==> src/clock_pkg.sv <==
package clock_pkg;

    // Mode ring, one-hot
    localparam int MODE_W = 3;
    localparam logic [MODE_W-1:0] MODE_WATCH = 3'b001;
    localparam logic [MODE_W-1:0] MODE_COOK  = 3'b010;
    localparam logic [MODE_W-1:0] MODE_STOP  = 3'b100;

    // Every displayed value fits 0 to 99
    localparam int VAL_W        = 7;
    localparam int SEC_MAX      = 59;     // Last second or minute
    localparam int CSEC_PER_SEC = 100;
    localparam int N_DIGITS     = 4;      // Digits on the board

    // ------------------------------------------------------------------
    // Display word

    typedef struct packed {
        logic [7:0] hi_bcd;               // Left digit pair
        logic [7:0] lo_bcd;               // Right digit pair
    } bcd_pair_t;

    // BCD converter fills the pair view, scanner picks single digits
    typedef union packed {
        bcd_pair_t                pair;
        logic [N_DIGITS-1:0][3:0] digit;  // digit[0] is the rightmost
    } fnd_word_t;

endpackage

==> src/btn_events_if.sv <==
interface btn_events_if;

    logic press_start;   // Button 0
    logic press_lo;      // Button 1
    logic press_hi;      // Button 2
    logic press_mode;    // Button 3, steps the mode ring

    // One-cycle pulses, no acknowledge
    modport source (
        output press_start, press_lo, press_hi, press_mode
    );

    modport sink (
        input press_start, press_lo, press_hi, press_mode
    );

endinterface

==> src/button_sync.sv <==
module button_sync (
    input  logic         clk,
    input  logic         reset_p,
    input  logic [3:0]   buttons,
    btn_events_if.source events
);

    logic [3:0] sync_q1;
    logic [3:0] sync_q2;
    logic [3:0] level_q;    // Synchronized level, one cycle old
    logic [3:0] press_q;

    // Two flops against metastability, then a registered rising edge
    always_ff @(posedge clk or posedge reset_p) begin
        if (reset_p) begin
            sync_q1 <= '0;
            sync_q2 <= '0;
            level_q <= '0;
            press_q <= '0;
        end else begin
            sync_q1 <= buttons;
            sync_q2 <= sync_q1;
            level_q <= sync_q2;
            press_q <= sync_q2 & ~level_q;   // High for one cycle per press
        end
    end

    assign events.press_start = press_q[0];
    assign events.press_lo    = press_q[1];
    assign events.press_hi    = press_q[2];
    assign events.press_mode  = press_q[3];

endmodule

==> src/clock_watch.sv <==
module clock_watch (
    input  logic                         clk,
    input  logic                         reset_p,
    input  logic                         sec_tick,
    input  logic                         clr_sec,
    input  logic                         inc_min,
    output logic [clock_pkg::VAL_W-1:0]  sec,
    output logic [clock_pkg::VAL_W-1:0]  min
);
    import clock_pkg::*;

    logic sec_wrap;   // Carry into the minutes

    assign sec_wrap = sec_tick && !clr_sec && (sec == VAL_W'(SEC_MAX));

    always_ff @(posedge clk or posedge reset_p) begin
        if (reset_p) begin
            sec <= '0;
        end else if (clr_sec) begin
            sec <= '0;                    // Sync to an outside reference
        end else if (sec_tick) begin
            if (sec == VAL_W'(SEC_MAX))
                sec <= '0;
            else
                sec <= sec + 1'b1;
        end
    end

    // Manual step and carry share one increment
    always_ff @(posedge clk or posedge reset_p) begin
        if (reset_p) begin
            min <= '0;
        end else if (inc_min || sec_wrap) begin
            if (min == VAL_W'(SEC_MAX))
                min <= '0;
            else
                min <= min + 1'b1;
        end
    end

endmodule

==> src/cook_timer.sv <==
module cook_timer (
    input  logic                         clk,
    input  logic                         reset_p,
    input  logic                         sec_tick,
    input  logic                         start,
    input  logic                         inc_sec,
    input  logic                         inc_min,
    input  logic                         alarm_off,
    output logic [clock_pkg::VAL_W-1:0]  sec,
    output logic [clock_pkg::VAL_W-1:0]  min,
    output logic                         alarm
);
    import clock_pkg::*;

    logic running;
    logic at_zero;
    logic tick_dec;    // Count down on this cycle
    logic hit_zero;    // Last second is expiring

    assign at_zero  = (min == '0) && (sec == '0);
    assign tick_dec = running && sec_tick && !start;
    assign hit_zero = tick_dec && (min == '0) && (sec == VAL_W'(1));

    always_ff @(posedge clk or posedge reset_p) begin
        if (reset_p) begin
            running <= 1'b0;
        end else if (start) begin
            running <= !running && !at_zero;   // Nothing to count from 00:00
        end else if (hit_zero) begin
            running <= 1'b0;
        end
    end

    always_ff @(posedge clk or posedge reset_p) begin
        if (reset_p) begin
            sec <= '0;
            min <= '0;
        end else if (tick_dec) begin
            if (sec == '0) begin
                sec <= VAL_W'(SEC_MAX);          // Borrow a minute
                min <= min - 1'b1;
            end else begin
                sec <= sec - 1'b1;
            end
        end else if (!running) begin
            // Setting keys only work while stopped
            if (inc_sec)
                sec <= (sec == VAL_W'(SEC_MAX)) ? '0 : sec + 1'b1;
            if (inc_min)
                min <= (min == VAL_W'(SEC_MAX)) ? '0 : min + 1'b1;
        end
    end

    // Alarm holds until the switch is raised
    always_ff @(posedge clk or posedge reset_p) begin
        if (reset_p)
            alarm <= 1'b0;
        else if (alarm_off)
            alarm <= 1'b0;
        else if (hit_zero)
            alarm <= 1'b1;
    end

endmodule

==> src/fnd_display.sv <==
module fnd_display #(
    parameter int SCAN_DIV = 100_000
) (
    input  logic                            clk,
    input  logic                            reset_p,
    input  logic [clock_pkg::MODE_W-1:0]    mode,
    input  logic [clock_pkg::VAL_W-1:0]     watch_sec,
    input  logic [clock_pkg::VAL_W-1:0]     watch_min,
    input  logic [clock_pkg::VAL_W-1:0]     cook_sec,
    input  logic [clock_pkg::VAL_W-1:0]     cook_min,
    input  logic [clock_pkg::VAL_W-1:0]     stop_sec,
    input  logic [clock_pkg::VAL_W-1:0]     stop_csec,
    output logic [7:0]                      seg,
    output logic [clock_pkg::N_DIGITS-1:0]  com
);
    import clock_pkg::*;

    localparam int SCAN_W = (SCAN_DIV > 1) ? $clog2(SCAN_DIV) : 1;
    localparam int IDX_W  = $clog2(N_DIGITS);

    logic [VAL_W-1:0]  hi_val;
    logic [VAL_W-1:0]  lo_val;
    fnd_word_t         word;
    logic [SCAN_W-1:0] scan_cnt;
    logic [IDX_W-1:0]  digit_idx;
    logic [3:0]        cur_digit;
    logic [6:0]        seg_on;      // Lit segments g..a, active high

    // Binary 0..99 to two BCD digits
    function automatic logic [7:0] to_bcd(input logic [VAL_W-1:0] v);
        logic [3:0] tens;
        logic [3:0] ones;
        tens = 4'(v / 10);
        ones = 4'(v % 10);
        return {tens, ones};
    endfunction

    always_comb begin
        case (mode)
            MODE_COOK: begin
                hi_val = cook_min;
                lo_val = cook_sec;
            end
            MODE_STOP: begin
                hi_val = stop_sec;
                lo_val = stop_csec;
            end
            default: begin
                hi_val = watch_min;
                lo_val = watch_sec;
            end
        endcase
    end

    always_comb begin
        word.pair.hi_bcd = to_bcd(hi_val);
        word.pair.lo_bcd = to_bcd(lo_val);
    end

    // ------------------------------------------------------------------
    // Digit scan

    always_ff @(posedge clk or posedge reset_p) begin
        if (reset_p) begin
            scan_cnt  <= '0;
            digit_idx <= '0;
        end else if (scan_cnt == SCAN_W'(SCAN_DIV - 1)) begin
            scan_cnt  <= '0;
            digit_idx <= (digit_idx == IDX_W'(N_DIGITS - 1)) ? '0 : digit_idx + 1'b1;
        end else begin
            scan_cnt <= scan_cnt + 1'b1;
        end
    end

    assign cur_digit = word.digit[digit_idx];

    always_comb begin
        case (cur_digit)
            4'd0:    seg_on = 7'b011_1111;
            4'd1:    seg_on = 7'b000_0110;
            4'd2:    seg_on = 7'b101_1011;
            4'd3:    seg_on = 7'b100_1111;
            4'd4:    seg_on = 7'b110_0110;
            4'd5:    seg_on = 7'b110_1101;
            4'd6:    seg_on = 7'b111_1101;
            4'd7:    seg_on = 7'b000_0111;
            4'd8:    seg_on = 7'b111_1111;
            4'd9:    seg_on = 7'b110_1111;
            default: seg_on = 7'b000_0000;   // Blank
        endcase
    end

    assign seg = {1'b1, ~seg_on};                     // Decimal point off
    assign com = ~(N_DIGITS'(1) << digit_idx);        // Active low select

endmodule

==> src/mode_control.sv <==
module mode_control (
    input  logic                          clk,
    input  logic                          reset_p,
    btn_events_if.sink                    events,
    output logic [clock_pkg::MODE_W-1:0]  mode,
    output logic                          watch_start,
    output logic                          watch_lo,
    output logic                          watch_hi,
    output logic                          cook_start,
    output logic                          cook_lo,
    output logic                          cook_hi,
    output logic                          stop_start,
    output logic                          stop_lo,
    output logic                          stop_hi
);
    import clock_pkg::*;

    logic [MODE_W-1:0] next_mode;
    logic              is_watch;
    logic              is_cook;
    logic              is_stop;

    // Watch -> cook timer -> stopwatch -> watch
    always_comb begin
        case (mode)
            MODE_WATCH: next_mode = MODE_COOK;
            MODE_COOK:  next_mode = MODE_STOP;
            default:    next_mode = MODE_WATCH;
        endcase
    end

    always_ff @(posedge clk or posedge reset_p) begin
        if (reset_p) begin
            mode <= MODE_WATCH;
        end else if (events.press_mode) begin
            mode <= next_mode;
        end
    end

    assign is_watch = (mode == MODE_WATCH);
    assign is_cook  = (mode == MODE_COOK);
    assign is_stop  = (mode == MODE_STOP);

    // Only the active unit sees buttons 0 to 2
    assign watch_start = events.press_start & is_watch;
    assign watch_lo    = events.press_lo    & is_watch;
    assign watch_hi    = events.press_hi    & is_watch;
    assign cook_start  = events.press_start & is_cook;
    assign cook_lo     = events.press_lo    & is_cook;
    assign cook_hi     = events.press_hi    & is_cook;
    assign stop_start  = events.press_start & is_stop;
    assign stop_lo     = events.press_lo    & is_stop;
    assign stop_hi     = events.press_hi    & is_stop;

endmodule

==> src/multi_watch_top.sv <==
module multi_watch_top #(
    parameter int CLKS_PER_CSEC = 1_000_000,
    parameter int SCAN_DIV      = 100_000
) (
    input  logic        clk,
    input  logic        reset_p,
    input  logic [3:0]  button,
    input  logic        alarm_off,
    output logic [7:0]  seg,
    output logic [3:0]  com,
    output logic [15:0] led,
    output logic        buz
);
    import clock_pkg::*;

    logic              csec_tick;
    logic              sec_tick;
    logic [MODE_W-1:0] mode;
    logic              watch_start;
    logic              watch_hi;
    logic              cook_start;
    logic              cook_lo;
    logic              cook_hi;
    logic              stop_start;
    logic              stop_lo;
    logic              stop_hi;
    logic [VAL_W-1:0]  watch_sec;
    logic [VAL_W-1:0]  watch_min;
    logic [VAL_W-1:0]  cook_sec;
    logic [VAL_W-1:0]  cook_min;
    logic [VAL_W-1:0]  stop_sec;
    logic [VAL_W-1:0]  stop_csec;
    logic              stop_running;
    logic              stop_lap;
    logic              alarm;

    // ------------------------------------------------------------------
    // Buttons and timing

    btn_events_if events_bus ();

    button_sync u_button_sync (
        .clk     (clk),
        .reset_p (reset_p),
        .buttons (button),
        .events  (events_bus.source)
    );

    time_base #(.CLKS_PER_CSEC(CLKS_PER_CSEC)) u_time_base (
        .clk       (clk),
        .reset_p   (reset_p),
        .csec_tick (csec_tick),
        .sec_tick  (sec_tick)
    );

    mode_control u_mode_control (
        .clk         (clk),
        .reset_p     (reset_p),
        .events      (events_bus.sink),
        .mode        (mode),
        .watch_start (watch_start),
        .watch_lo    (),                 // Button 1 has no job in watch mode
        .watch_hi    (watch_hi),
        .cook_start  (cook_start),
        .cook_lo     (cook_lo),
        .cook_hi     (cook_hi),
        .stop_start  (stop_start),
        .stop_lo     (stop_lo),
        .stop_hi     (stop_hi)
    );

    // ------------------------------------------------------------------
    // Timekeeping units, all running in every mode

    clock_watch u_clock_watch (
        .clk      (clk),
        .reset_p  (reset_p),
        .sec_tick (sec_tick),
        .clr_sec  (watch_start),
        .inc_min  (watch_hi),
        .sec      (watch_sec),
        .min      (watch_min)
    );

    cook_timer u_cook_timer (
        .clk       (clk),
        .reset_p   (reset_p),
        .sec_tick  (sec_tick),
        .start     (cook_start),
        .inc_sec   (cook_lo),
        .inc_min   (cook_hi),
        .alarm_off (alarm_off),
        .sec       (cook_sec),
        .min       (cook_min),
        .alarm     (alarm)
    );

    stop_watch u_stop_watch (
        .clk        (clk),
        .reset_p    (reset_p),
        .csec_tick  (csec_tick),
        .start      (stop_start),
        .lap_toggle (stop_lo),
        .clear      (stop_hi),
        .sec        (stop_sec),
        .csec       (stop_csec),
        .running    (stop_running),
        .lap        (stop_lap)
    );

    // ------------------------------------------------------------------
    // Display and status lights

    fnd_display #(.SCAN_DIV(SCAN_DIV)) u_fnd_display (
        .clk       (clk),
        .reset_p   (reset_p),
        .mode      (mode),
        .watch_sec (watch_sec),
        .watch_min (watch_min),
        .cook_sec  (cook_sec),
        .cook_min  (cook_min),
        .stop_sec  (stop_sec),
        .stop_csec (stop_csec),
        .seg       (seg),
        .com       (com)
    );

    // Alarm on led[15], mode on led[7:5], stopwatch state on led[1:0]
    assign led = {alarm, 7'd0, mode, 3'd0, stop_lap, stop_running};
    assign buz = alarm;

endmodule

==> src/stop_watch.sv <==
module stop_watch (
    input  logic                         clk,
    input  logic                         reset_p,
    input  logic                         csec_tick,
    input  logic                         start,
    input  logic                         lap_toggle,
    input  logic                         clear,
    output logic [clock_pkg::VAL_W-1:0]  sec,
    output logic [clock_pkg::VAL_W-1:0]  csec,
    output logic                         running,
    output logic                         lap
);
    import clock_pkg::*;

    logic [VAL_W-1:0] cnt_sec;
    logic [VAL_W-1:0] cnt_csec;
    logic [VAL_W-1:0] lap_sec;      // Frozen copy for lap view
    logic [VAL_W-1:0] lap_csec;

    always_ff @(posedge clk or posedge reset_p) begin
        if (reset_p) begin
            running <= 1'b0;
            lap     <= 1'b0;
        end else if (clear) begin
            running <= 1'b0;
            lap     <= 1'b0;
        end else begin
            if (start)
                running <= !running;
            if (lap_toggle)
                lap <= !lap;
        end
    end

    always_ff @(posedge clk or posedge reset_p) begin
        if (reset_p) begin
            cnt_sec  <= '0;
            cnt_csec <= '0;
        end else if (clear) begin
            cnt_sec  <= '0;
            cnt_csec <= '0;
        end else if (running && csec_tick) begin
            if (cnt_csec == VAL_W'(CSEC_PER_SEC - 1)) begin
                cnt_csec <= '0;
                cnt_sec  <= (cnt_sec == VAL_W'(SEC_MAX)) ? '0 : cnt_sec + 1'b1;
            end else begin
                cnt_csec <= cnt_csec + 1'b1;
            end
        end
    end

    always_ff @(posedge clk or posedge reset_p) begin
        if (reset_p) begin
            lap_sec  <= '0;
            lap_csec <= '0;
        end else if (clear) begin
            lap_sec  <= '0;
            lap_csec <= '0;
        end else if (lap_toggle) begin
            lap_sec  <= cnt_sec;
            lap_csec <= cnt_csec;
        end
    end

    // Count keeps running underneath the lap view
    assign sec  = lap ? lap_sec  : cnt_sec;
    assign csec = lap ? lap_csec : cnt_csec;

endmodule

==> src/time_base.sv <==
module time_base #(
    parameter int CLKS_PER_CSEC = 1_000_000
) (
    input  logic clk,
    input  logic reset_p,
    output logic csec_tick,
    output logic sec_tick
);
    import clock_pkg::*;

    localparam int CYC_W  = (CLKS_PER_CSEC > 1) ? $clog2(CLKS_PER_CSEC) : 1;
    localparam int CSEC_W = $clog2(CSEC_PER_SEC);

    logic [CYC_W-1:0]  cyc_cnt;
    logic [CSEC_W-1:0] csec_cnt;

    always_ff @(posedge clk or posedge reset_p) begin
        if (reset_p) begin
            cyc_cnt   <= '0;
            csec_cnt  <= '0;
            csec_tick <= 1'b0;
            sec_tick  <= 1'b0;
        end else begin
            csec_tick <= 1'b0;
            sec_tick  <= 1'b0;
            if (cyc_cnt == CYC_W'(CLKS_PER_CSEC - 1)) begin
                cyc_cnt   <= '0;
                csec_tick <= 1'b1;
                // Every hundredth centisecond also marks a second
                if (csec_cnt == CSEC_W'(CSEC_PER_SEC - 1)) begin
                    csec_cnt <= '0;
                    sec_tick <= 1'b1;
                end else begin
                    csec_cnt <= csec_cnt + 1'b1;
                end
            end else begin
                cyc_cnt <= cyc_cnt + 1'b1;
            end
        end
    end

endmodule
==> config.mk <==
export PLATFORM = sky130hd
export DESIGN_NAME = multi_watch_top
export DESIGN_NICKNAME = d
export VERILOG_FILES = /design/src/clock_pkg.sv /design/src/btn_events_if.sv /design/src/button_sync.sv /design/src/clock_watch.sv /design/src/cook_timer.sv /design/src/fnd_display.sv /design/src/mode_control.sv /design/src/multi_watch_top.sv /design/src/stop_watch.sv /design/src/time_base.sv
export SDC_FILE = /design/constraint.sdc
export NUM_CORES = 1
export LEC_CHECK = 0
export BUFFER_PORTS_ARGS = -buffer_cell sky130_fd_sc_hd__buf_2
export CAP_MARGIN = 20
export CORE_ASPECT_RATIO = 1.25
export CORE_MARGIN = 1
export CORE_UTILIZATION = 35
export DETAILED_ROUTE_END_ITERATION = 10
export GPL_TIMING_DRIVEN = 0
export PLACE_DENSITY = 0.51
export SYNTH_ARGS = -nofsm -noshare
export SYNTH_HDL_FRONTEND = slang
export SYNTH_SLANG_ARGS = --single-unit
export TNS_END_PERCENT = 10
==> constraint.sdc <==
create_clock -name clk -period 21 [get_ports clk]
set_input_delay 4.2 -clock clk [delete_from_list [all_inputs] [get_ports clk]]
set_output_delay 4.2 -clock clk [all_outputs]
set_load 0.01 [all_outputs]
# After elaboration in Yosys (flattened, before gate mapping)
# Memories as Yosys holds them, arrays and structs flattened.
# Cells that the tools add are included.
[totals]
in_bits = 7
mem_bits_ro = 112
elab_cells = 147
ff_bits = 127
out_inout_bits = 29
n_memories = 1
[mem_list]
columns = ["name", "words", "word_bits", "rd", "rd_ports_with_merged_regs", "write_ports", "line_no", "source"]
rows = [
  ["(no name shown)", 16, 7, 1, 0, 0, "fnd_display.sv:78", "case (cur_digit)"],
]
[classes]
mux = 47
eq_ne = 16
addsub = 12
magnitude_cmp = 1
reduce_logical = 30
n_div = 4
shift = 1
bitwise_logic = 12
[op_table]
columns = ["operator", "n"]
rows = [
  ["$mux 7", 28],
  ["$div 7x4->32 const B", 2],
  ["$mod 7x4->32 const B", 2],
  ["$add 7x1->7 const B", 7],
  ["$eq 7x6->1 const B", 5],
  ["$pmux 7 s2", 2],
  ["$add 20x1->20 const B", 1],
  ["$eq 20x20->1 const B", 1],
  ["$mux 20", 1],
  ["$reduce_bool 2->1", 9],
  ["$add 17x1->17 const B", 1],
  ["$eq 17x17->1 const B", 1],
  ["$mux 17", 1],
  ["$eq 7x7->1 const B", 2],
  ["$logic_not 7->1", 2],
  ["$sub 7x1->7 const B", 2],
  ["$mux 1", 11],
  ["$logic_and 1x1->1", 9],
  ["$and 1x1->1", 8],
  ["$bmux 4 s2", 1],
  ["$not 4->4", 2],
  ["$eq 7x1->1 const B", 1],
  ["$not 7->7", 1],
  ["$logic_not 1->1", 6],
  ["other kinds (15)", 17],
]

# Longest topological paths before layout
# Gate-level depths: netlist of the first run.
[depth]
depth_word = 8
depth_mapped = 29
mapped_depth_nobuf = 27

# Hierarchy
# A second synthesis of the first run with hierarchy kept.
[hier_totals]
hier_cells = 1117
area_unflattened_um2 = 9768.1
[by_module_without_submodules]
columns = ["mod", "area_per_inst_um2", "seq_area_each_um2", "cells_per_inst", "n_inst"]
rows = [
  ["fnd_display", 3966.3, 475.5, 536, 1],
  ["stop_watch", 1689.1, 750.7, 172, 1],
  ["time_base", 1405.1, 725.7, 137, 1],
  ["cook_timer", 1192.4, 400.4, 142, 1],
  ["clock_watch", 743.2, 350.3, 72, 1],
  ["button_sync", 459.2, 400.4, 21, 1],
  ["mode_control", 211.5, 76.3, 23, 1],
  ["multi_watch_top", 101.3, 0.0, 14, 1],
]

# Worst setup path after synthesis of the first run
# No wires, ideal clock.
[synth_path]
path_type = "flip-flop to output port"
start = "register u_mode_control.mode[2] (netlist bit)"
end = "output seg[1]"
path_buffers = 2
t_required_ns = 16.800
path_stages_with_launch = 24
arrival_time_ns = 5.521
slack_ns = 11.279
path_cell_list = "dfrtp_1 > buf_2 > or4b_1 > o211a_2 > o21ai_2 > inv_2 > buf_2 > ha_1 > nand2b_1 > o221a_2 > nand3b_4 > xnor2_1 > inv_1 > ha_1 > a31oi_1 > nor2_1 > a211o_1 > o32a_2 > mux2i_1 > mux4_2 > inv_1 > ha_1 > o21a_1 > nor2_1"
[synth_between]
elab_chain_cells = 7
elab_cells_between_ends = 12
cone_classes = "div (4); eq/ne (2); mux (4); bitwise (1); memory (1)"
[synth_lines]
columns = ["item", "line_no", "source"]
rows = [
  ["from (decl)", "mode_control.sv:5", "output logic [clock_pkg::MODE_W-1:0] mode,"],
  ["from (signal assigned)", "mode_control.sv:36", "mode <= next_mode;"],
  ["$eq 3x3->1 or $eq 3x2->1 (tied branches)", "fnd_display.sv:39", "case (mode)"],
  ["$pmux 7 s2", "fnd_display.sv:39", ""],
  ["$mod 7x4->32 or $div 7x4->32 (tied branches)", "fnd_display.sv:34, fnd_display.sv:33", ""],
  ["$bmux 4 s2 (*)", "fnd_display.sv:75", "assign cur_digit = word.digit[digit_idx];"],
  ["$mux 4 (implied by the code) (*)", "fnd_display.sv:75", ""],
  ["$mem_v2 16x7 (*)", "--", ""],
  ["$not 7->7 (*)", "fnd_display.sv:93", "assign seg = {1'b1, ~seg_on};"],
  ["to (decl)", "multi_watch_top.sv:9", "output logic [7:0] seg,"],
]
# Every way passes the cells marked *; elsewhere a longest branch is shown, timed or not. The select of a mux whose other input is x is not followed.

# Worst setup path after layout of the first run
[layout_path]
start = "register u_mode_control.mode[1] (netlist bit)"
end = "output seg[1]"
# The elaborated chain is that of the path after synthesis.

==> impl_metrics.toml, run 1 <==
[layout]
drive_gt1_share_pct = 12.6
insertedDiodeCount = 0
final_nets = 1145
syn2layout_area_growth_pct = 13.2
final_area_um2 = 10200
fillCellCount = 2564

[critical_path]
r2r_slack_ns = 17.98
reg2reg_depth = 9
startpoint = "u_mode_control.mode[1]"
reg2reg_from = "u_mode_control.mode[1]"
cp-end-kind = "output pin"
crit_type = "reg2out"
worst_path_max_delay_cell = "a222oi_1"
worstPathRequired_ns = 16.80
cp.arrival_ns = 7.04
start_kind = "flop"
slowest_delay_ns = 0.66
r2r_end = "u_stop_watch.cnt_sec[3]"
worstPathMaxFanout = 10
cp-endpoint = "seg[1]"

[clock_tree]
h-tree-depth = 4
hold_buffers = 0
cts_resized = 0
numCtsBuffers = 17
cts_sinks = 127
clock_latency_ns = 0.42
path_clk_slew_ns = 0.05
cts_max_path_buffers = 2
tritoncts = "yes"
post_cts_buffers = 0
root_buffer = "clkbuf_16"

[floorplan]
die_h_um = 182
die-area_um2 = 26400
rows = 65
dieWidth_um = 146
core_area_um2 = 25300
start_util_pct = 35.7
design.portCount = 36

[drt]
drt-total-wl_um = 22500
wl_per_cell_um = 15.5
dr.pass1.iters = 5
drc = 0
drt_iter0_markers = 326
antenna_left = 0
via_per_inst = 5.30
vias = 7678

[job]
maxCapViolCount = 0

[timing]
max_freq_mhz = 89.0
hold_violations = 0
rsz0062_at_grt = "no"
totalNegativeSetupSlack_ns = 0
worst_pin_slew_ns = 0.777
period_minus_slack_ns = 11.24
period_share_pct = 53.5
slew_headroom_pct = 48.2
fin_skew_ns = 0.00763
setup_violations = 0
drv_slew = 0

[logic_synthesis]
ys_seq_elements = 127
yosysWarnings = 0
yosysSeqAreaShare_pct = 35.2
syn_inst = 1049
async_flop_share_pct = 100
synth_cell_types = 100
postSynthAreaPerCell_um2 = 8.60
synth-edff-count = 0
synth_area_um2 = 9020
synth_flop_cell = "dfrtp_1"

[place]
dp_hpwl_um = 16800
place.gp.congestion = 0.857
dpl-instance-area_um2 = 9630
io_buffers = 24

[grt]
antenna_found_initial = 0
overflow = 0
grtUsageTotal_pct = 17.4
grt_pass1_vias = 7452
grt_pass1_wl_um = 37400
grt_max_degree = 90

[power]
ir_drop_v = 0.0000714
p_switching_uw = 627
seqPwrFrac_pct = 19.8
swShare_pct = 43.8
p_leak_nw = 4.41
pwr-share-clk_pct = 20.2
internal_power_uw = 805
power_frac_comb_pct = 60.0
pwr_density_cell_nw_per_um2 = 140

[hold_path]
holdCritPathClass = "reg2reg"

[outcome]
status = "finished clean"
-- kinds of logic (layout without fill, tap and decap cells) --
| logic type | Yosys count | in the layout | synth area share (%) |
|---|---|---|---|
| simple gates | 400 | 400 | 22.5 |
| fa+ha+maj | 36 | 36 | 4.99 |
| xor+xnor | 51 | 51 | 4.95 |
| mux | 40 | 40 | 4.76 |
| buf+inv | 105 | 162 | 5.78 |
| other cells | 2 | 11 | 0.0832 |
| flops | 127 | 127 | 35.2 |
| compound gates | 288 | 288 | 21.7 |
-- area by class of cell --
cell class | instances | area, µm² | area share, %
Multi-Input combinational cell | 826 | 5360 | 52.4
Sequential cell | 127 | 3180 | 31.1
Clock buffer | 23 | 508 | 4.97
Tap cell | 335 | 419 | 4.10
Buffer | 58 | 345 | 3.38
Inverter | 47 | 181 | 1.78
Timing Repair Buffer | 25 | 148 | 1.44
Clock inverter | 9 | 81.3 | 0.796
-- per-layer routing --
metal	up-vias	share of wire, %	track usage [%]
met1	3678	46	20.9
li1	3867	-	-
met5	-	0	0
met4	0	1.6	6.11
met2	109	51	31.3
met3	24	2.2	2.91
-- power groups by stage --
stage / Sequential [mW] / Clock (mW) / Combinational [mW]
2_1_floorplan: 0.280 / 0 / 0.668
3_3_place_gp: 0.288 / 0 / 0.850
3_5_place_dp: 0.288 / 0 / 0.858
4_1_cts: 0.284 / 0.298 / 0.862
5_1_grt: 0.286 / 0.308 / 0.951
6_report: 0.284 / 0.290 / 0.859
-- worst max-delay path, delay by kind of cell (launching register included) --
kind            cells  cell delay, ns
compound gates      8            1.93
simple gates        7            1.60
buf+inv             7            1.00
fa+ha+maj           4            0.95
mux                 1            0.54
flops               1            0.42
xor+xnor            1            0.15
-- cells in the mapped netlist, types with 6 or more instances --
cell	count	area (µm²)
nand2b_1	8	50.1
mux2i_1	29	290
xnor2_1	30	263
dfrtp_1	126	3150
nand2_1	120	450
and3_1	20	125
a21oi_1	61	305
a21boi_0	8	60.1
o211ai_1	9	67.6
o21a_1	7	52.6
nand4_1	11	68.8
inv_1	42	158
buf_4	18	135
a21o_1	16	120
a211oi_1	7	52.6
nor2_1	80	300
buf_2	8	40.0
nor4_1	10	62.6
and2_1	17	106
nor3_1	25	125
clkbuf_1	26	97.6
nor2b_1	18	113
a31oi_1	20	125
ha_1	36	450
a22oi_1	10	75.1
xor2_1	21	184
nand3_1	50	250
mux2_2	6	67.6
o31ai_1	9	67.6
o21ai_0	66	330
-- sequential cells by signal, indices dropped and copies added, names as in the netlist, 7 cells and up --
name                    cells
u_time_base.csec_cnt        7
u_cook_timer.min            7
u_fnd_display.scan_cnt     17
u_cook_timer.sec            7
u_time_base.cyc_cnt        20
u_stop_watch.cnt_csec       7
u_stop_watch.lap_sec        7
u_clock_watch.min           7
u_stop_watch.cnt_sec        7
u_clock_watch.sec           7
u_stop_watch.lap_csec       7
-- metrics by stage --
stage               worst slack [ns]  power (mW)  utilization (%)  instances  hold WS, ns
CTS                             9.77        1.44             40.4       1450        0.347
floorplan                      11.28       0.949                -       1058        0.331
finish                          9.76        1.43             40.4       1450        0.346
global placement               10.29        1.14             37.9       1417        0.336
global route                    9.27        1.55             40.4       1450        0.359
detailed placement             10.31        1.15             38.1       1418        0.335
-- placed cells by master, fill, tap and decap left out, types with 21 or more instances in the layout --
| master | netlist | layout |
|---|---|---|
| a21oi_1 | 61 | 61 |
| dfrtp_1 | 126 | 126 |
| mux2i_1 | 29 | 29 |
| o21ai_0 | 66 | 66 |
| xor2_1 | 21 | 21 |
| ha_1 | 36 | 36 |
| inv_1 | 42 | 41 |
| nand2_1 | 120 | 120 |
| nor2_1 | 80 | 80 |
| nand3_1 | 50 | 50 |
| nor3_1 | 25 | 25 |
| buf_2 | 8 | 32 |
| clkbuf_1 | 26 | 26 |
| xnor2_1 | 30 | 30 |
-- how the worst min path moves through the flow --
stage | start | endpoint | slack [ns] | cells past startpoint
after floorplan | u_button_sync.sync_q1[0] | u_button_sync.sync_q2[0] | 0.33 | 0
after global placement | u_button_sync.sync_q1[1] | u_button_sync.sync_q2[1] | 0.34 | 0
after detailed placement | u_button_sync.sync_q1[1] | u_button_sync.sync_q2[1] | 0.33 | 0
after CTS | u_button_sync.sync_q1[1] | u_button_sync.sync_q2[1] | 0.35 | 0
after global routing | u_button_sync.sync_q1[0] | u_button_sync.sync_q2[0] | 0.36 | 0
final | u_button_sync.sync_q1[1] | u_button_sync.sync_q2[1] | 0.35 | 0
(Power assumes the default switching activity.)
==> inputs of run 2 (changes only) <==
PLACE_DENSITY = 0.53   (was 0.51)
clock period = 10.2 ns   (was 21 ns; I/O delays follow)
==> run 2 against run 1 <==
Compared with the run above:
- global-route usage rose by 0.45 points
- worst hold slack got worse by 0.0028 ns
- count of clock-buffer cells in the layout fell by 4
- cell area rose by 0.59%
- critical path depth did not move
- sequential power rose by 100%
- register-to-register slack got worse by 11 ns
- core utilization rose by 0.24 points
- sequential share of layout area fell by 0.18 points
==> impl_metrics.toml, run 2 (synthesis gave the netlist of run 1 again) <==
[layout]
final_common_cell = "dfrtp_1"
syn2layout_area_growth_pct = 13.9
multiInputGateArea_um2 = 5360
drive_gt1_share_pct = 12.3
insertedDiodeCount = 0
reg.largest.list = "u_time_base.cyc_cnt: 20 flops, u_fnd_display.scan_cnt: 17 flops"
final_area_um2 = 10300
fillCellCount = 2506
final_cells = 1449
regArea_um2 = 3180
final_nets = 1145
largest_reg_flops = 20
final_cell_mix = "dfrtp_1, nand2_1, nor2_1"
largest_register = "u_time_base.cyc_cnt"

[timing]
slew_headroom_pct = 42.8
totalNegativeSetupSlack_ns = 0
period_share_pct = 89.5
max_freq_mhz = 109
setup_slack_ns = 1.07
drv_slew = 0
worst_pin_slew_ns = 0.858
setup_violations = 0
hold_violations = 0
rsz0062_at_grt = "no"
fin_skew_ns = 0.00766
period_minus_slack_ns = 9.13

[floorplan]
die_h_um = 182
dieWidth_um = 146
core_area_um2 = 25300
die-area_um2 = 26400
start_util_pct = 35.7
design.portCount = 36
rows = 65

[place]
io_buffers = 24
dp_hpwl_um = 16600
dpl-instance-area_um2 = 9630
post-place-ws_ns = 1.57
dp.cells = 1418
place.gp.congestion = 0.878

[drt]
via_per_inst = 5.35
antenna_left = 0
drt_iter0_markers = 434
dr.pass1.iters = 5
drc = 0
wl_per_cell_um = 15.4
vias = 7758
drt-total-wl_um = 22300

[outcome]
status = "finished clean"

[clock_tree]
tritoncts = "yes"
clock_latency_ns = 0.42
hold_buffers = 0
root_buffer = "clkbuf_16"
cts_sinks = 127
post_cts_buffers = 0
path_clk_slew_ns = 0.06
cts_max_path_buffers = 2
numCtsBuffers = 17
h-tree-depth = 4
cts_resized = 0

[grt]
grt_pass1_wl_um = 38500
overflow = 0
grtUsageTotal_pct = 17.9
grt_pass1_vias = 7564
antenna_found_initial = 0
grt_max_degree = 76

[power]
pwr_density_cell_nw_per_um2 = 294
ir_drop_v = 0.000165
p_leak_nw = 4.44
fin_total_pwr_mw = 3.02

[critical_path]
worstPathMaxFanout = 10
cp-end-kind = "output pin"
worstPathRequired_ns = 8.16
slowest_delay_ns = 0.71
crit_type = "reg2out"
start_kind = "flop"
worst_path_max_delay_cell = "a222oi_1"
cp.arrival_ns = 7.09

[hold_path]
holdCritPathClass = "reg2reg"

[job]
maxCapViolCount = 0
## run 2: cell types whose count changed in the layout (fill, tap and decap cells not counted)
cell        before  now
clkbuf_8         6    0
bufinv_16        1    6
clkbuf_1        26   28
clkinvlp_4       3    1
## run 2: area by class of cell
| type | instances | share of cell area (%) |
|---|---|---|
| inverter | 47 | 1.77 |
| clock inverter | 12 | 2.11 |
| sequential | 127 | 30.9 |
| multi-input combinational | 826 | 52.1 |
| tap | 335 | 4.08 |
| timing repair buffer | 25 | 1.44 |
| buffer | 58 | 3.36 |
| clock buffer | 19 | 4.21 |
## run 2: path summary, 6_finish.rpt
kind,end,depth (start not counted),startpoint,slack [ns]
setup / recovery,seg[1],28,u_mode_control.mode[1],1.07
hold / removal,u_button_sync.sync_q2[0],0,u_button_sync.sync_q1[0],0.34
setup reg to reg,u_stop_watch.cnt_sec[3],9,u_mode_control.mode[1],7.08
hold reg to reg,u_button_sync.sync_q2[0],0,u_button_sync.sync_q1[0],0.34
max in group asynchronous,u_stop_watch.cnt_csec[0],3,reset_p,7.76
min in group asynchronous,u_button_sync.sync_q2[0],2,reset_p,1.74
## run 2: through the flow
stage | utilization (%) | hold WS [ns]
after floorplan | - | 0.331
after global placement | 37.9 | 0.334
after detailed placement | 38.1 | 0.337
after CTS | 40.6 | 0.347
after global routing | 40.6 | 0.358
final | 40.6 | 0.343
## run 2: per-layer routing
| layer | share of wire [%] | GRT usage, % | wire length, µm |
|---|---|---|---|
| met3 | 2.6 | 3.47 | 575 |
| met2 | 51 | 31.4 | 11400 |
| met4 | 0.93 | 5.43 | 208 |
| met1 | 45 | 22.1 | 10100 |
| met5 | 0 | 0 | 0 |
## run 2: worst max-delay path, delay by kind of cell (launching register included)
family | cells | cell delay [ns]
fa+ha+maj | 4 | 0.95
flops | 1 | 0.43
compound gates | 8 | 1.97
xor+xnor | 1 | 0.15
simple gates | 7 | 1.63
buf+inv | 7 | 1.01
mux | 1 | 0.54
## run 2: where the power goes
part / switching, mW / total (mW) / leakage (nW) / internal, mW
clock: 0.224 / 0.679 / 0.317 / 0.455
sequential: 0.0450 / 0.582 / 1.69 / 0.537
combinational: 1.01 / 1.76 / 2.44 / 0.748
==> inputs of run 3 (changes only) <==
CTS_BUF_LIST = sky130_fd_sc_hd__clkbuf_2   (was unset)
==> run 3 against run 2 <==
Compared with the run above:
- die area unchanged
- cell count up 0.14%
- non-clock buffer count did not move
- fmax is 3.7% lower
- worst setup slack lost 0.35 ns
==> impl_metrics.toml, run 3 (synthesis gave the netlist of run 1 again) <==
[timing]
worst_pin_slew_ns = 0.860
period_share_pct = 93.0
drv_slew = 0
totalNegativeSetupSlack_ns = 0
setup_slack_ns = 0.712
slew_headroom_pct = 42.7
period_minus_slack_ns = 9.49
setup_violations = 0
rsz0062_at_grt = "no"
fin_skew_ns = 0.0377
holdWs_ns = 0.354
hold_violations = 0
max_freq_mhz = 105

[grt]
grt_pass1_vias = 7535
antenna_found_initial = 1
grt_max_degree = 76
overflow = 0
grt_pass1_wl_um = 38100
grtUsageTotal_pct = 17.7

[clock_tree]
root_buffer = "clkbuf_2"
cts_sinks = 127
hold_buffers = 0
numCtsBuffers = 17
post_cts_buffers = 0
cts_max_path_buffers = 2
h-tree-depth = 4
cts_resized = 0
path_clk_slew_ns = 0.20
clock_latency_ns = 0.71
tritoncts = "yes"

[power]
fin_total_pwr_mw = 2.75
p_switching_mw = 1.25
swShare_pct = 45.6
pwr_density_cell_nw_per_um2 = 276
seqPwrFrac_pct = 21.2
ir_drop_v = 0.000165
power_frac_comb_pct = 64.1
internal_power_mw = 1.49
pwr-share-clk_pct = 14.7
p_leak_nw = 4.31

[place]
dp_hpwl_um = 16600
post-place-ws_ns = 1.57
dpl-instance-area_um2 = 9630
place.gp.congestion = 0.878
dp.cells = 1418
io_buffers = 24

[hold_path]
holdCritPathClass = "reg2reg"
min_path_cells = 0

[layout]
final_common_cell = "dfrtp_1"
final_nets = 1145
syn2layout_area_growth_pct = 10.2
fillCellCount = 2552
largest_register = "u_time_base.cyc_cnt"
final_cells = 1451
reg.largest.list = "u_time_base.cyc_cnt: 20 flops, u_fnd_display.scan_cnt: 17 flops"
largest_reg_flops = 20
utilization_pct = 39.3
final_area_um2 = 9950
final_cell_mix = "dfrtp_1, nand2_1, nor2_1"
drive_gt1_share_pct = 12.5

[drt]
drt-total-wl_um = 22300
via_per_inst = 5.33
wl_per_cell_um = 15.3
antenna_left = 0
dr.pass1.iters = 5
vias = 7731
drc = 0
drt_iter0_markers = 431

[critical_path]
worstPathRequired_ns = 8.16
worstPathMaxFanout = 10
cp.arrival_ns = 7.45
crit_type = "reg2out"
start_kind = "flop"
reg2reg_depth = 9
cp-end-kind = "output pin"

[floorplan]
die_h_um = 182
design.portCount = 36
start_util_pct = 35.7
die-area_um2 = 26400
rows = 65
dieWidth_um = 146
core_area_um2 = 25300

[outcome]
status = "finished clean"

[job]
maxCapViolCount = 0
==> run 3: final cells by class <==
class	count	area (µm²)	share of cell area (%)
buffer	58	345	3.47
sequential	127	3180	32.0
timing repair buffer	25	148	1.48
clock buffer	19	95.1	0.956
inverter	47	181	1.82
clock inverter	12	216	2.18
tap	335	419	4.21
multi-input combinational	826	5360	53.9
antenna	2	5.00	0.0503
==> run 3: final timing paths <==
path,slack (ns),start,endpoint
hold reg to reg,0.35,u_button_sync.sync_q1[0],u_button_sync.sync_q2[0]
hold / removal,0.35,u_button_sync.sync_q1[0],u_button_sync.sync_q2[0]
max in group asynchronous,8.05,reset_p,u_stop_watch.cnt_csec[0]
setup reg to reg,7.05,u_mode_control.mode[1],u_stop_watch.cnt_sec[3]
min in group asynchronous,1.42,reset_p,u_fnd_display.scan_cnt[8]
setup / recovery,0.71,u_mode_control.mode[1],seg[1]
==> run 3: routing by layer <==
metal  up-vias  part of all wire [%]  wire [µm]  GRT usage (%)
li1       3870                     -          -              -
met1      3709                    45      10000           22.1
met2       131                    51      11300           30.8
met3        21                   2.9        642           3.09
met4         0                   1.4        318           5.81
met5         -                     0          0              0
==> run 3: critical path, cell delays in order, from the launching register on <==
cell       delay [ns]
dfrtp_1          0.48
nor3b_2          0.51
buf_2            0.31
a22oi_2          0.10
nand2_1          0.21
inv_1            0.17
ha_1             0.30
o221ai_1         0.10
a211o_1          0.29
o21ai_2          0.14
a222oi_1         0.79
nand3_1          0.18
and2_2           0.25
inv_2            0.07
ha_1             0.21
nor4b_1          0.25
o31ai_1          0.15
a41oi_1          0.30
o2111ai_1        0.15
o21ai_0          0.17
nand3_2          0.18
xnor2_1          0.15
mux4_2           0.54
inv_1            0.11
ha_1             0.24
o21a_1           0.19
nor2_1           0.07
buf_2            0.13
==> run 3: power by group through the flow <==
stage / Combinational [mW] / Clock (mW) / Sequential [mW]
finish: 1.76 / 0.403 / 0.582
global route: 1.95 / 0.442 / 0.590
CTS: 1.76 / 0.421 / 0.582
detailed placement: 1.75 / 0 / 0.592
global placement: 1.74 / 0 / 0.592
floorplan: 1.38 / 0 / 0.577
